**src/hdl/t07_mmio_config.svh**
```systemverilog
`ifndef T07_MMIO_CONFIG_SVH
`define T07_MMIO_CONFIG_SVH

// upper bounds of the memory map windows, inclusive unless noted
`define T07_INSTR_TOP 32'd1024  // last instruction address
`define T07_REG_TOP   32'd1056  // last peripheral register address
`define T07_DATA_TOP  32'd1792  // last data address
`define T07_TFT_END   32'd2048  // first address past the display window

// top byte placed on every off-chip memory address
`define T07_MEM_PREFIX 8'h33

// peripheral register file depth
`define T07_REG_COUNT 32

`endif

```
**src/hdl/t07_mmio_pkg.sv**
```systemverilog
package t07_mmio_pkg;

    // operation presented by the cpu core
    typedef enum logic [1:0] {
        op_write = 2'b01,  // store to a mapped address
        op_read  = 2'b10,  // load from a mapped address
        op_idle  = 2'b11   // nothing requested
    } mem_op_e;

    // operation sent on to the instruction/data memory
    typedef enum logic [1:0] {
        ext_read_instr = 2'b00,  // instruction fetch
        ext_write      = 2'b01,  // data store
        ext_read_data  = 2'b10,  // data load
        ext_idle       = 2'b11   // memory not addressed
    } ext_op_e;

    // address windows of the memory map
    typedef enum logic [2:0] {
        rgn_instr,  // 0 .. 1024
        rgn_reg,    // 1025 .. 1056
        rgn_data,   // 1057 .. 1792
        rgn_tft,    // 1793 .. 2047
        rgn_none    // anything above
    } region_e;

    // wishbone master sequencing
    typedef enum logic [1:0] {
        wb_idle,     // waiting for a request
        wb_bus,      // cyc/stb out, waiting for ack
        wb_done,     // result valid for one cycle
        wb_release   // hold off until the request drops
    } wb_state_e;

endpackage

```
**src/hdl/t07_mmio.sv**
```systemverilog
`include "t07_mmio_config.svh"

module t07_mmio (
    input  t07_mmio_pkg::mem_op_e op,           // cpu operation
    input  logic [31:0]           addr,         // cpu address, pc on fetches
    input  logic [31:0]           wdata,        // store data from cpu
    input  logic                  fetch_read,   // instruction fetch strobe
    input  logic [31:0]           mem_rdata,    // data captured by the bus master
    input  logic                  mem_busy,     // bus master still working
    input  logic [31:0]           reg_rdata,    // peripheral register data
    input  logic                  reg_ack,      // peripheral read answered
    input  logic                  tft_ack,      // display accepted the write
    output logic                  busy,         // stall for the cpu
    output logic [31:0]           rdata,        // load result
    output logic [31:0]           instruction,  // fetched instruction
    output t07_mmio_pkg::ext_op_e ext_op,       // request to the bus master
    output logic [31:0]           ext_addr,
    output logic [31:0]           ext_wdata,
    output logic                  reg_rd,       // peripheral register read
    output logic [4:0]            reg_addr,
    output logic                  tft_wr,       // display write strobe
    output logic [31:0]           tft_addr,
    output logic [31:0]           tft_wdata
);

    t07_mmio_pkg::region_e region;  // window the address falls in
    logic                  is_read;  // load requested
    logic                  is_write;  // store requested
    logic [31:0]           mem_addr;  // address in off-chip memory space

    assign is_read  = (op == t07_mmio_pkg::op_read);
    assign is_write = (op == t07_mmio_pkg::op_write);
    assign mem_addr = {`T07_MEM_PREFIX, addr[23:0]};  // memory lives behind the prefix byte

    always_comb begin  // window decode, boundaries are inclusive tops
        if (addr <= `T07_INSTR_TOP) begin
            region = t07_mmio_pkg::rgn_instr;
        end else if (addr <= `T07_REG_TOP) begin
            region = t07_mmio_pkg::rgn_reg;
        end else if (addr <= `T07_DATA_TOP) begin
            region = t07_mmio_pkg::rgn_data;
        end else if (addr < `T07_TFT_END) begin
            region = t07_mmio_pkg::rgn_tft;
        end else begin
            region = t07_mmio_pkg::rgn_none;
        end
    end

    always_comb begin
        busy        = 1'b0;  // unmapped never stalls
        rdata       = 32'd0;
        instruction = 32'd0;
        ext_op      = t07_mmio_pkg::ext_idle;
        ext_addr    = 32'd0;
        ext_wdata   = 32'd0;
        reg_rd      = 1'b0;
        reg_addr    = 5'd0;
        tft_wr      = 1'b0;
        tft_addr    = 32'd0;
        tft_wdata   = 32'd0;

        case (region)
            t07_mmio_pkg::rgn_instr: begin
                if (fetch_read) begin  // only fetches reach the instruction area
                    ext_op      = t07_mmio_pkg::ext_read_instr;
                    ext_addr    = mem_addr;
                    busy        = mem_busy;
                    instruction = mem_rdata;  // goes to fetch, not to rdata
                end
            end
            t07_mmio_pkg::rgn_reg: begin
                if (is_read) begin  // window is read-only for the cpu
                    reg_rd   = 1'b1;
                    reg_addr = addr[4:0] - 5'(`T07_INSTR_TOP + 1);  // 1025 is register 0
                    busy     = !reg_ack;
                    rdata    = reg_rdata;
                end
            end
            t07_mmio_pkg::rgn_data: begin
                if (is_write) begin
                    ext_op    = t07_mmio_pkg::ext_write;
                    ext_addr  = mem_addr;
                    ext_wdata = wdata;
                    busy      = mem_busy;
                end else if (is_read) begin
                    ext_op   = t07_mmio_pkg::ext_read_data;
                    ext_addr = mem_addr;
                    busy     = mem_busy;
                    rdata    = mem_rdata;
                end
            end
            t07_mmio_pkg::rgn_tft: begin
                if (is_write) begin  // display cannot be read back
                    tft_wr    = 1'b1;
                    tft_addr  = addr;  // display decodes the full address
                    tft_wdata = wdata;
                    busy      = !tft_ack;  // held until the display answers
                end
            end
            default: ;  // out of map, everything stays idle
        endcase
    end

endmodule

```
**src/hdl/t07_wb_master.sv**
```systemverilog
module t07_wb_master (
    input  logic                  clk,
    input  logic                  rst,
    input  t07_mmio_pkg::ext_op_e ext_op,     // request from the decoder
    input  logic [31:0]           ext_addr,
    input  logic [31:0]           ext_wdata,
    input  logic                  wb_ack,     // slave ends the cycle
    input  logic [31:0]           wb_dat_r,
    output logic                  mem_busy,   // request not yet finished
    output logic [31:0]           mem_rdata,  // read data captured at ack
    output logic                  wb_cyc,
    output logic                  wb_stb,
    output logic                  wb_we,
    output logic [31:0]           wb_adr,
    output logic [31:0]           wb_dat_w
);

    t07_mmio_pkg::wb_state_e state;
    logic                    req;    // decoder is presenting an operation
    logic                    start;  // launch a bus cycle on this edge

    assign req   = (ext_op != t07_mmio_pkg::ext_idle);
    assign start = (state == t07_mmio_pkg::wb_idle) && req;

    // busy from the first request cycle, low from wb_done on
    assign mem_busy = start || (state == t07_mmio_pkg::wb_bus);

    always_ff @(posedge clk) begin
        if (rst) begin
            state  <= t07_mmio_pkg::wb_idle;
            wb_cyc <= 1'b0;
            wb_stb <= 1'b0;
        end else begin
            case (state)
                t07_mmio_pkg::wb_idle: begin
                    if (req) begin  // cyc and stb rise together
                        state  <= t07_mmio_pkg::wb_bus;
                        wb_cyc <= 1'b1;
                        wb_stb <= 1'b1;
                    end
                end
                t07_mmio_pkg::wb_bus: begin
                    if (wb_ack) begin  // both drop on the edge after ack
                        state  <= t07_mmio_pkg::wb_done;
                        wb_cyc <= 1'b0;
                        wb_stb <= 1'b0;
                    end
                end
                t07_mmio_pkg::wb_done: begin
                    state <= t07_mmio_pkg::wb_release;  // result seen by cpu this cycle
                end
                t07_mmio_pkg::wb_release: begin
                    if (!req) begin  // a held request must not run twice
                        state <= t07_mmio_pkg::wb_idle;
                    end
                end
                default: state <= t07_mmio_pkg::wb_idle;
            endcase
        end
    end

    always_ff @(posedge clk) begin
        if (start) begin  // address and data held for the whole cycle
            wb_we    <= (ext_op == t07_mmio_pkg::ext_write);
            wb_adr   <= ext_addr;
            wb_dat_w <= ext_wdata;
        end
        if ((state == t07_mmio_pkg::wb_bus) && wb_ack && !wb_we) begin
            mem_rdata <= wb_dat_r;  // fetch or data load
        end
    end

endmodule

```
**src/hdl/t07_ext_regs.sv**
```systemverilog
`include "t07_mmio_config.svh"

module t07_ext_regs (
    input  logic        clk,
    input  logic        rst,
    input  logic        reg_rd,     // cpu read request, held until ack
    input  logic [4:0]  reg_addr,
    input  logic        dev_wr,     // outside device write strobe
    input  logic [4:0]  dev_addr,
    input  logic [31:0] dev_wdata,
    output logic [31:0] reg_rdata,  // registered read data
    output logic        reg_ack     // one cycle after reg_rd
);

    logic [31:0] regs [`T07_REG_COUNT];  // peripheral registers
    logic        bypass;  // device writes the word being read

    assign bypass = dev_wr && (dev_addr == reg_addr);

    always_ff @(posedge clk) begin
        if (rst) begin
            for (int i = 0; i < `T07_REG_COUNT; i++) begin
                regs[i] <= 32'd0;
            end
        end else if (dev_wr) begin
            regs[dev_addr] <= dev_wdata;
        end
    end

    always_ff @(posedge clk) begin
        if (rst) begin
            reg_ack <= 1'b0;
        end else begin
            reg_ack <= reg_rd;  // stays up while the read is held
        end
    end

    always_ff @(posedge clk) begin
        if (reg_rd) begin
            if (bypass) begin
                reg_rdata <= dev_wdata;  // new value wins over the stored one
            end else begin
                reg_rdata <= regs[reg_addr];
            end
        end
    end

endmodule

```
**src/hdl/t07_mmio_top.sv**
```systemverilog
module t07_mmio_top (
    input  logic                  clk,
    input  logic                  rst,
    input  t07_mmio_pkg::mem_op_e op,           // cpu side
    input  logic [31:0]           addr,
    input  logic [31:0]           wdata,
    input  logic                  fetch_read,
    output logic                  busy,
    output logic [31:0]           rdata,
    output logic [31:0]           instruction,
    output logic                  wb_cyc,       // wishbone to memory
    output logic                  wb_stb,
    output logic                  wb_we,
    output logic [31:0]           wb_adr,
    output logic [31:0]           wb_dat_w,
    input  logic                  wb_ack,
    input  logic [31:0]           wb_dat_r,
    input  logic                  dev_wr,       // peripheral device side
    input  logic [4:0]            dev_addr,
    input  logic [31:0]           dev_wdata,
    output logic                  tft_wr,       // display side
    output logic [31:0]           tft_addr,
    output logic [31:0]           tft_wdata,
    input  logic                  tft_ack
);

    t07_mmio_pkg::ext_op_e ext_op;     // decoder to bus master
    logic [31:0]           ext_addr;
    logic [31:0]           ext_wdata;
    logic [31:0]           mem_rdata;  // bus master to decoder
    logic                  mem_busy;
    logic                  reg_rd;     // decoder to register file
    logic [4:0]            reg_addr;
    logic [31:0]           reg_rdata;  // register file to decoder
    logic                  reg_ack;

    t07_mmio t07_mmio_inst (
        .op          (op),
        .addr        (addr),
        .wdata       (wdata),
        .fetch_read  (fetch_read),
        .mem_rdata   (mem_rdata),
        .mem_busy    (mem_busy),
        .reg_rdata   (reg_rdata),
        .reg_ack     (reg_ack),
        .tft_ack     (tft_ack),
        .busy        (busy),
        .rdata       (rdata),
        .instruction (instruction),
        .ext_op      (ext_op),
        .ext_addr    (ext_addr),
        .ext_wdata   (ext_wdata),
        .reg_rd      (reg_rd),
        .reg_addr    (reg_addr),
        .tft_wr      (tft_wr),
        .tft_addr    (tft_addr),
        .tft_wdata   (tft_wdata)
    );

    t07_wb_master t07_wb_master_inst (
        .clk       (clk),
        .rst       (rst),
        .ext_op    (ext_op),
        .ext_addr  (ext_addr),
        .ext_wdata (ext_wdata),
        .wb_ack    (wb_ack),
        .wb_dat_r  (wb_dat_r),
        .mem_busy  (mem_busy),
        .mem_rdata (mem_rdata),
        .wb_cyc    (wb_cyc),
        .wb_stb    (wb_stb),
        .wb_we     (wb_we),
        .wb_adr    (wb_adr),
        .wb_dat_w  (wb_dat_w)
    );

    t07_ext_regs t07_ext_regs_inst (
        .clk       (clk),
        .rst       (rst),
        .reg_rd    (reg_rd),
        .reg_addr  (reg_addr),
        .dev_wr    (dev_wr),
        .dev_addr  (dev_addr),
        .dev_wdata (dev_wdata),
        .reg_rdata (reg_rdata),
        .reg_ack   (reg_ack)
    );

endmodule

```
**config.mk**
```make
export PLATFORM = sky130hd
export DESIGN_NAME = t07_mmio_top
export DESIGN_NICKNAME = d
export VERILOG_FILES = /design/src/hdl/t07_mmio_pkg.sv /design/src/hdl/t07_mmio.sv /design/src/hdl/t07_wb_master.sv /design/src/hdl/t07_ext_regs.sv /design/src/hdl/t07_mmio_top.sv
export VERILOG_INCLUDE_DIRS = /design/src /design/src/hdl
export SDC_FILE = /design/constraint.sdc
export NUM_CORES = 2
export LEC_CHECK = 0
export BUFFER_PORTS_ARGS = -buffer_cell sky130_fd_sc_hd__clkbuf_2
export CORE_ASPECT_RATIO = 0.7
export CORE_UTILIZATION = 25
export CTS_CLUSTER_DIAMETER = 40
export DETAILED_ROUTE_END_ITERATION = 6
export GPL_TIMING_DRIVEN = 1
export SLEW_MARGIN = 25
export SYNTH_ARGS = -nofsm -noshare
export SYNTH_HDL_FRONTEND = slang
export SYNTH_SLANG_ARGS = --single-unit
export TNS_END_PERCENT = 30
```
**constraint.sdc**
```tcl
create_clock -name clk -period 17.5 [get_ports clk]
set_input_delay 1.75 -clock clk [delete_from_list [all_inputs] [get_ports clk]]
set_output_delay 1.75 -clock clk [all_outputs]
set_load 0.01 [all_outputs]
```
### Word level (Yosys, flattened, before mapping)

Memories as Yosys holds them, arrays and structs flattened.
Cells that the tools add are included.

| operators by class | value |
|---|---|
| reduce and logical (&&, ||, !) cells | 14 |
| add/subtract/negate cells | 1 |
| mux-type cells | 50 |
| magnitude comparators | 4 |
| equal/unequal tests | 14 |

Operators by type and width:

| cell | number |
|---|---|
| 32-bit 2-to-1 mux | 12 |
| 32-bit case mux with 2 select lines | 2 |
| 32-bit by 11-bit <= comparator with 1-bit output (second input constant) | 3 |
| 30-bit 2-to-1 mux | 2 |
| 32-bit by 12-bit less-than comparator with 1-bit output (second input constant) | 1 |
| 32-bit OR reduction | 1 |
| 1-bit 2-to-1 mux | 18 |
| 5-bit 2-to-1 mux | 3 |
| 3-bit 2-to-1 mux | 4 |
| 2-bit 2-to-1 mux | 5 |
| 2-bit case mux with 4 select lines | 1 |
| 2-bit by 1-bit == test with 1-bit output (second input constant) | 3 |
| 2-bit == test (second input constant) | 3 |
| 3-bit by 2-bit == test with 1-bit output (second input constant) | 2 |
| 2-bit != test (second input constant) | 3 |
| 3-bit AND reduction | 2 |
| 5-bit == test | 1 |
| 5-bit by 1-bit subtractor with 5-bit output (second input constant) | 1 |
| 1-bit logical AND | 4 |
| 1-bit case mux with 4 select lines | 1 |
| 2-bit case mux with 2 select lines | 1 |
| 3-bit by 1-bit == test with 1-bit output (second input constant) | 1 |
| 1-bit logical NOT | 3 |
| 3-bit logical NOT | 1 |
| other kinds (5) | 5 |

| word-level totals | value |
|---|---|
| memories | 1 |
| input port bits | 141 |
| RAM bits | 1024 |
| register bits | 133 |

Memory list:

| memory | words | bits a word | read ports | clocked after memory_dff | write ports | line | source |
|---|---|---|---|---|---|---|---|
| t07_ext_regs_inst.regs | 32 | 32 | 1 | 0 | 32 | t07_ext_regs.sv:15 | `` logic [31:0] regs [`T07_REG_COUNT]; `` |

### Longest topological paths before layout

| logic depth | value |
|---|---|
| depth after elaboration | 13 |
| mapped depth | 19 |

### By module

Synthesis repeated with hierarchy kept, for this count alone.

| second synthesis, totals | value |
|---|---|
| cells, all modules | 3545 |
| area total of the unflattened synthesis | 53128.5 µm² |

By module, submodules not included:

| module | instances | cells each | area each (µm²) |
|---|---|---|---|
| t07_ext_regs | 1 | 3096 | 47825.9 |
| t07_wb_master | 1 | 130 | 3186.8 |
| t07_mmio | 1 | 319 | 2115.8 |

### Worst setup path before layout

OpenSTA, ideal clock, no wires.

| path | value |
|---|---|
| path type | input port to flip-flop |
| start | in addr[0] |
| end | reg t07_wb_master_inst.wb_cyc |
| setup time | 76 ps |
| required time | 17424 ps |
| path buffers | 4 |
| arrival time | 7551 ps |
| cell stages on the path | 14 |
| path slack | 9873 ps |
| path through | clkbuf_1 inv_2 buf_2 clkbuf_1 clkbuf_1 ha_1 nor4b_2 and4_1 mux2i_1 nor4b_1 a31oi_1 nor2b_1 o21ai_0 a21oi_1 |

| between the ends | value |
|---|---|
| cells in the longest elaborated chain, start to end | 10 |
| elaborated cells between the ends (all ways) | 14 |

RTL lines:

| item | line | source |
|---|---|---|
| from (decl) | t07_mmio_top.sv:5 | `input logic [31:0] addr,` |
| 32-bit by 12-bit less-than comparator with 1-bit output (no line) | n/a |  |
| 3-bit 2-to-1 mux | t07_mmio.sv:42 | `` end else if (addr < `T07_TFT_END) begin `` |
| 3-bit 2-to-1 mux | t07_mmio.sv:40 | `` end else if (addr <= `T07_DATA_TOP) begin `` |
| 3-bit 2-to-1 mux | t07_mmio.sv:38 | `` end else if (addr <= `T07_REG_TOP) begin `` |
| 3-bit 2-to-1 mux (*) | t07_mmio.sv:36 | `` if (addr <= `T07_INSTR_TOP) begin `` |
| 3-bit by 2-bit == test with 1-bit output / 3-bit logical NOT (equally long branches) | t07_mmio.sv:62 | `case (region)` |
| 2-bit case mux with 2 select lines (*) | t07_mmio.sv:62 |  |
| 2-bit != test (*) | t07_wb_master.sv:22 | `assign req = (ext_op != t07_mmio_pkg::ext_idle);` |
| 2-bit by 1-bit != test with 1-bit output (no line) (*) | n/a |  |
| 3-bit AND reduction (no line) (*) | n/a |  |
| to (signal assigned) | t07_wb_master.sv:31 | `wb_cyc <= 1'b0;` |
| to (signal assigned) | t07_wb_master.sv:38 | `wb_cyc <= 1'b1;` |
| to (signal assigned) | t07_wb_master.sv:45 | `wb_cyc <= 1'b0;` |
| to (decl) | t07_wb_master.sv:11 | `output logic wb_cyc,` |

Every way passes the cells marked *; elsewhere a longest branch is shown, timed or not.
A chain may end at the register's enable or synchronous reset.

### Worst setup path in the final report

| path | value |
|---|---|
| start | in addr[0] |
| end | out rdata[5] |

| between the ends | value |
|---|---|
| cells in the longest elaborated chain, start to end | 7 |
| elaborated cells between the ends (all ways) | 11 |

RTL lines:

| item | line | source |
|---|---|---|
| 32-bit by 12-bit less-than comparator with 1-bit output (no line) | n/a |  |
| 3-bit 2-to-1 mux | t07_mmio.sv:42 |  |
| 3-bit 2-to-1 mux | t07_mmio.sv:40 |  |
| 3-bit 2-to-1 mux | t07_mmio.sv:38 |  |
| 3-bit 2-to-1 mux (*) | t07_mmio.sv:36 |  |
| 3-bit by 2-bit == test with 1-bit output / 3-bit by 1-bit == test with 1-bit output (equally long branches) | t07_mmio.sv:62 |  |
| 32-bit case mux with 2 select lines (*) | t07_mmio.sv:62 |  |
| to (decl) | t07_mmio_top.sv:9 | `output logic [31:0] rdata,` |

Marks and branches as above.

==> reports/qor.csv <==
stage,metric,value,unit
logic_synthesis,synth_enable_flop_cells,1146,
clocking,cts_tree,done,
routing,wl_per_cell,25.2,um
logic_synthesis,synthFlopType,edfxtp_1,
global_routing,track_usage,0.165,
clocking,htreeDepth,4,
clocking,cts_resized,0,
sta,hold_violations,0,
placement,place_congestion,1.01,
clocking,cts.sinks,1150,
logic_synthesis,synth-adder-area-share,0.00212,
clocking,clkLatencyLatePin,780,ps
final_layout,area_growth,18.7,%
worst_setup_path,path_cells,buf_6 -> inv_6 -> ha_4 -> nor4b_2 -> and4b_1 -> nor2_1 -> or4_4 -> inv_2 -> buf_4 -> a22o_1 -> clkbuf_2,
floorplan,dieArea,214000,um^2
logic_synthesis,synth_compound_area_frac,0.0720,
routing,vias,35900,
global_routing,grt_pass1_vias,33400,
worst_setup_path,critPathMaxStageDelay,680,ps
clocking,numCtsBuffers,155,
run_status,run_status,"finished, violations left",
global_routing,antenna_found_initial,26,
floorplan,rows,141,
min_path,hold_class,flop to flop,
logic_synthesis,ys_types,79,
global_routing,grt_overflow,0,
final_layout,drive_gt1_frac,0.193,
placement,dpl.hpwl,114000,um
final_layout,final_nets,4448,
logic_synthesis,synthXorXnorAreaFrac,0.000990,
logic_synthesis,seq_area_frac_synth,0.650,
floorplan,die_w,553,um
worst_setup_path,required,15750,ps
floorplan,fp.coreArea,211000,um^2
worst_setup_path,crit_path_max_fanout,47,
logic_synthesis,async_flop_share,0,
logic_synthesis,yosys.area_share.simple,0.191,
worst_setup_path,startpoint_type,input port,
placement,port_buffers,312,
placement,post_dp_cell_area,57700,um^2
logic_synthesis,syn-instance-count,4095,
sta,fmax,135,MHz
sta,setup_tns,0,ps
run_status,violations,DRC,
logic_synthesis,synth_top_family_by_area,simple AND/OR/NAND/NOR gates,
worst_setup_path,critPathArrivalTime,5650,ps
sta,drv_slew,0,
sta,period_needed,7400,ps
power_and_ir_drop,power.leakage,0.0222,uW
clocking,cts_max_path_buffers,3,
worst_setup_path,crit_path_end_kind,output port,
global_routing,grt_max_degree,63,
routing,drc,1,
clocking,clk_pin_slew,50,ps
sta,fin_crit_sh,0.423,
clocking,hold_buffers,0,
final_layout,fillCellCount,21100,
logic_synthesis,postSynthAreaPerCell,13.0,um^2
logic_synthesis,syn-cell-area,53100,um^2
clocking,root_buffer,clkbuf_16,
power_and_ir_drop,peakVddDrop,98.5,uV
sta,maxSlewHeadroom,0.244,
floorplan,die_h,387,um
logic_synthesis,ys_warn_count,0,
job,cap_viol_max_count,0,
sta,setup_viol,0,
routing,ant_nets,0,
routing,firstDrtPassIters,7,
worst_setup_path,cp_slowest_cell,buf_4,
final_layout,finish.instance_area,63000,um^2
floorplan,initial_core_util,0.252,
worst_setup_path,cp_top_family,buffers and inverters,
worst_setup_path,path_class,input port to output port,
routing,vias_per_cell,4.97,
sta,clock-skew-final,31.9,ps
worst_setup_path,regToRegSetupSlack,14860,ps
power_and_ir_drop,powerDensity,108,nW/um^2
floorplan,io_pins,338,
sta,tightest_slew,1130,ps
logic_synthesis,ys_ff_latch,1150,
global_routing,grt_pass1_wl,254000,um
clocking,postCtsSetupBuffers,0,
routing,initialDrtViolationCount,5332,
logic_synthesis,synthMuxAreaShare,0.0517,
sta,rsz0062_at_grt,false,
worst_setup_path,crit_buf_inv,5,
routing,postRouteWirelength,182000,um
cell usage in the layout, fill, tap and decap left out, types with 53 or more instances in the layout:
cell       instances
mux4_2            67
clkbuf_2         311
clkbuf_16        157
mux2i_1           93
nand2_1          214
buf_4             84
nor2_1           171
and2_1          1110
a21oi_1           69
o21ai_0          107
nand3_1           63
edfxtp_1        1146
nor3_1            53
routing by layer:
metal  vias up  track usage  wire, um  part of all wire
li1      15300            -         -                 -
met1     18000        0.233     75100              0.41
met2      2354        0.238     76900              0.42
met3       246       0.0532     25300              0.14
met4         8       0.0490      4470             0.025
met5         -            0        47           0.00026
through the flow:
stage                     power (uW)  hold slack (ps)  setup slack [ps]  std cells  utilization
final                           6790              551             10100       7217        0.298
after global routing            6960              595              9940       7214        0.298
after CTS                       6810              552             10070       7209        0.298
after detailed placement        3660              543             10070       6926        0.273
after global placement          3640              523             10160       6922        0.273
after floorplan                 3460              497              9870       4132            -
sequential cells by signal (all words and copies together) (netlist names):
name,count
t07_ext_regs_inst.reg_rdata,32
t07_wb_master_inst.state,2
t07_ext_regs_inst.regs,1024
t07_ext_regs_inst.reg_ack,1
t07_wb_master_inst.wb_cyc,1
t07_wb_master_inst.wb_we,1
t07_wb_master_inst.wb_dat_w,32
t07_wb_master_inst.wb_adr,25
t07_wb_master_inst.mem_rdata,32
worst register-to-register path, delay by kind of cell (launching register included):
kind	cells	cell delay, ps
flops	1	320
compound gates	5	1920
simple gates	1	110
mux	1	70
synthesized netlist by cell type, types with 6 or more instances:
cell       number  area, um^2
a22o_1         32         280
edfxtp_1     1146       34400
or2_2          34         213
o21bai_1        6        45.0
clkbuf_1      326        1220
o22ai_1        36         225
nor2b_1        11        68.8
nor2_1        207         777
o22a_1         12         105
o211ai_1        8        60.1
and3_1         49         307
buf_4          34         255
a31oi_1        39         244
nor4_1          9        56.3
a31o_2          6        52.6
a211oi_1       20         150
or3_1          11        68.8
o32a_1         13         130
inv_1           9        33.8
o32ai_1         9        78.8
mux4_2         67        1510
nand2_1       217         815
ha_1            9         113
a21oi_1        69         345
mux2i_1        93         931
buf_2          20         100
nand3_1        64         320
a221oi_1       21         184
and2_1       1110        6940
o2bb2ai_1      10        87.6
and4_1          7        61.3
buf_1          15        56.3
o31ai_1        29         218
mux2_2         27         304
nor3_1         55         275
o221ai_1       41         359
a2111oi_0      12         105
o2111ai_1      15         131
o21ai_0       107         536
nand3b_1        6        45.0
path summary, 6_finish.rpt:
path,start,to,cells after the start
worst max-delay path,addr[0],rdata[5],11
worst min-delay path,t07_wb_master_inst.state[0]$_SDFFE_PP0P_,t07_wb_master_inst.state[0]$_SDFFE_PP0P_,2
worst max register to register,t07_ext_regs_inst.regs[7][20]$_SDFFCE_PN0P_,t07_ext_regs_inst.reg_rdata[20]$_DFFE_PP_,7
worst min register to register,t07_wb_master_inst.state[0]$_SDFFE_PP0P_,t07_wb_master_inst.state[0]$_SDFFE_PP0P_,2
power breakdown:
part / leakage [uW] / switching [uW] / internal, uW
logic: 0.00875 / 291 / 109
registers: 0.0110 / 41.2 / 3170
clock network: 0.00249 / 1280 / 1900
cells by family after synthesis:
group / count (synthesis)
flip-flops: 1150
AND/OR/NAND/NOR: 1802
other: 1
adder cells (fa/ha/maj): 9
AO/OA/AOI/OAI: 532
buffers and inverters: 408
XOR/XNOR: 6
multiplexers: 187
area by class of cell:
cell class	instances	area [um^2]	share of cell area
Antenna cell	5	12.5	0.000199
Clock buffer	174	3990	0.0634
Clock inverter	109	1200	0.0190
Inverter	13	53.8	0.000854
Multi-Input combinational cell	2574	17400	0.276
Sequential cell	1150	34500	0.548
Tap cell	2788	3490	0.0554
Timing Repair Buffer	404	2370	0.0376
(Power assumes the default switching activity.)
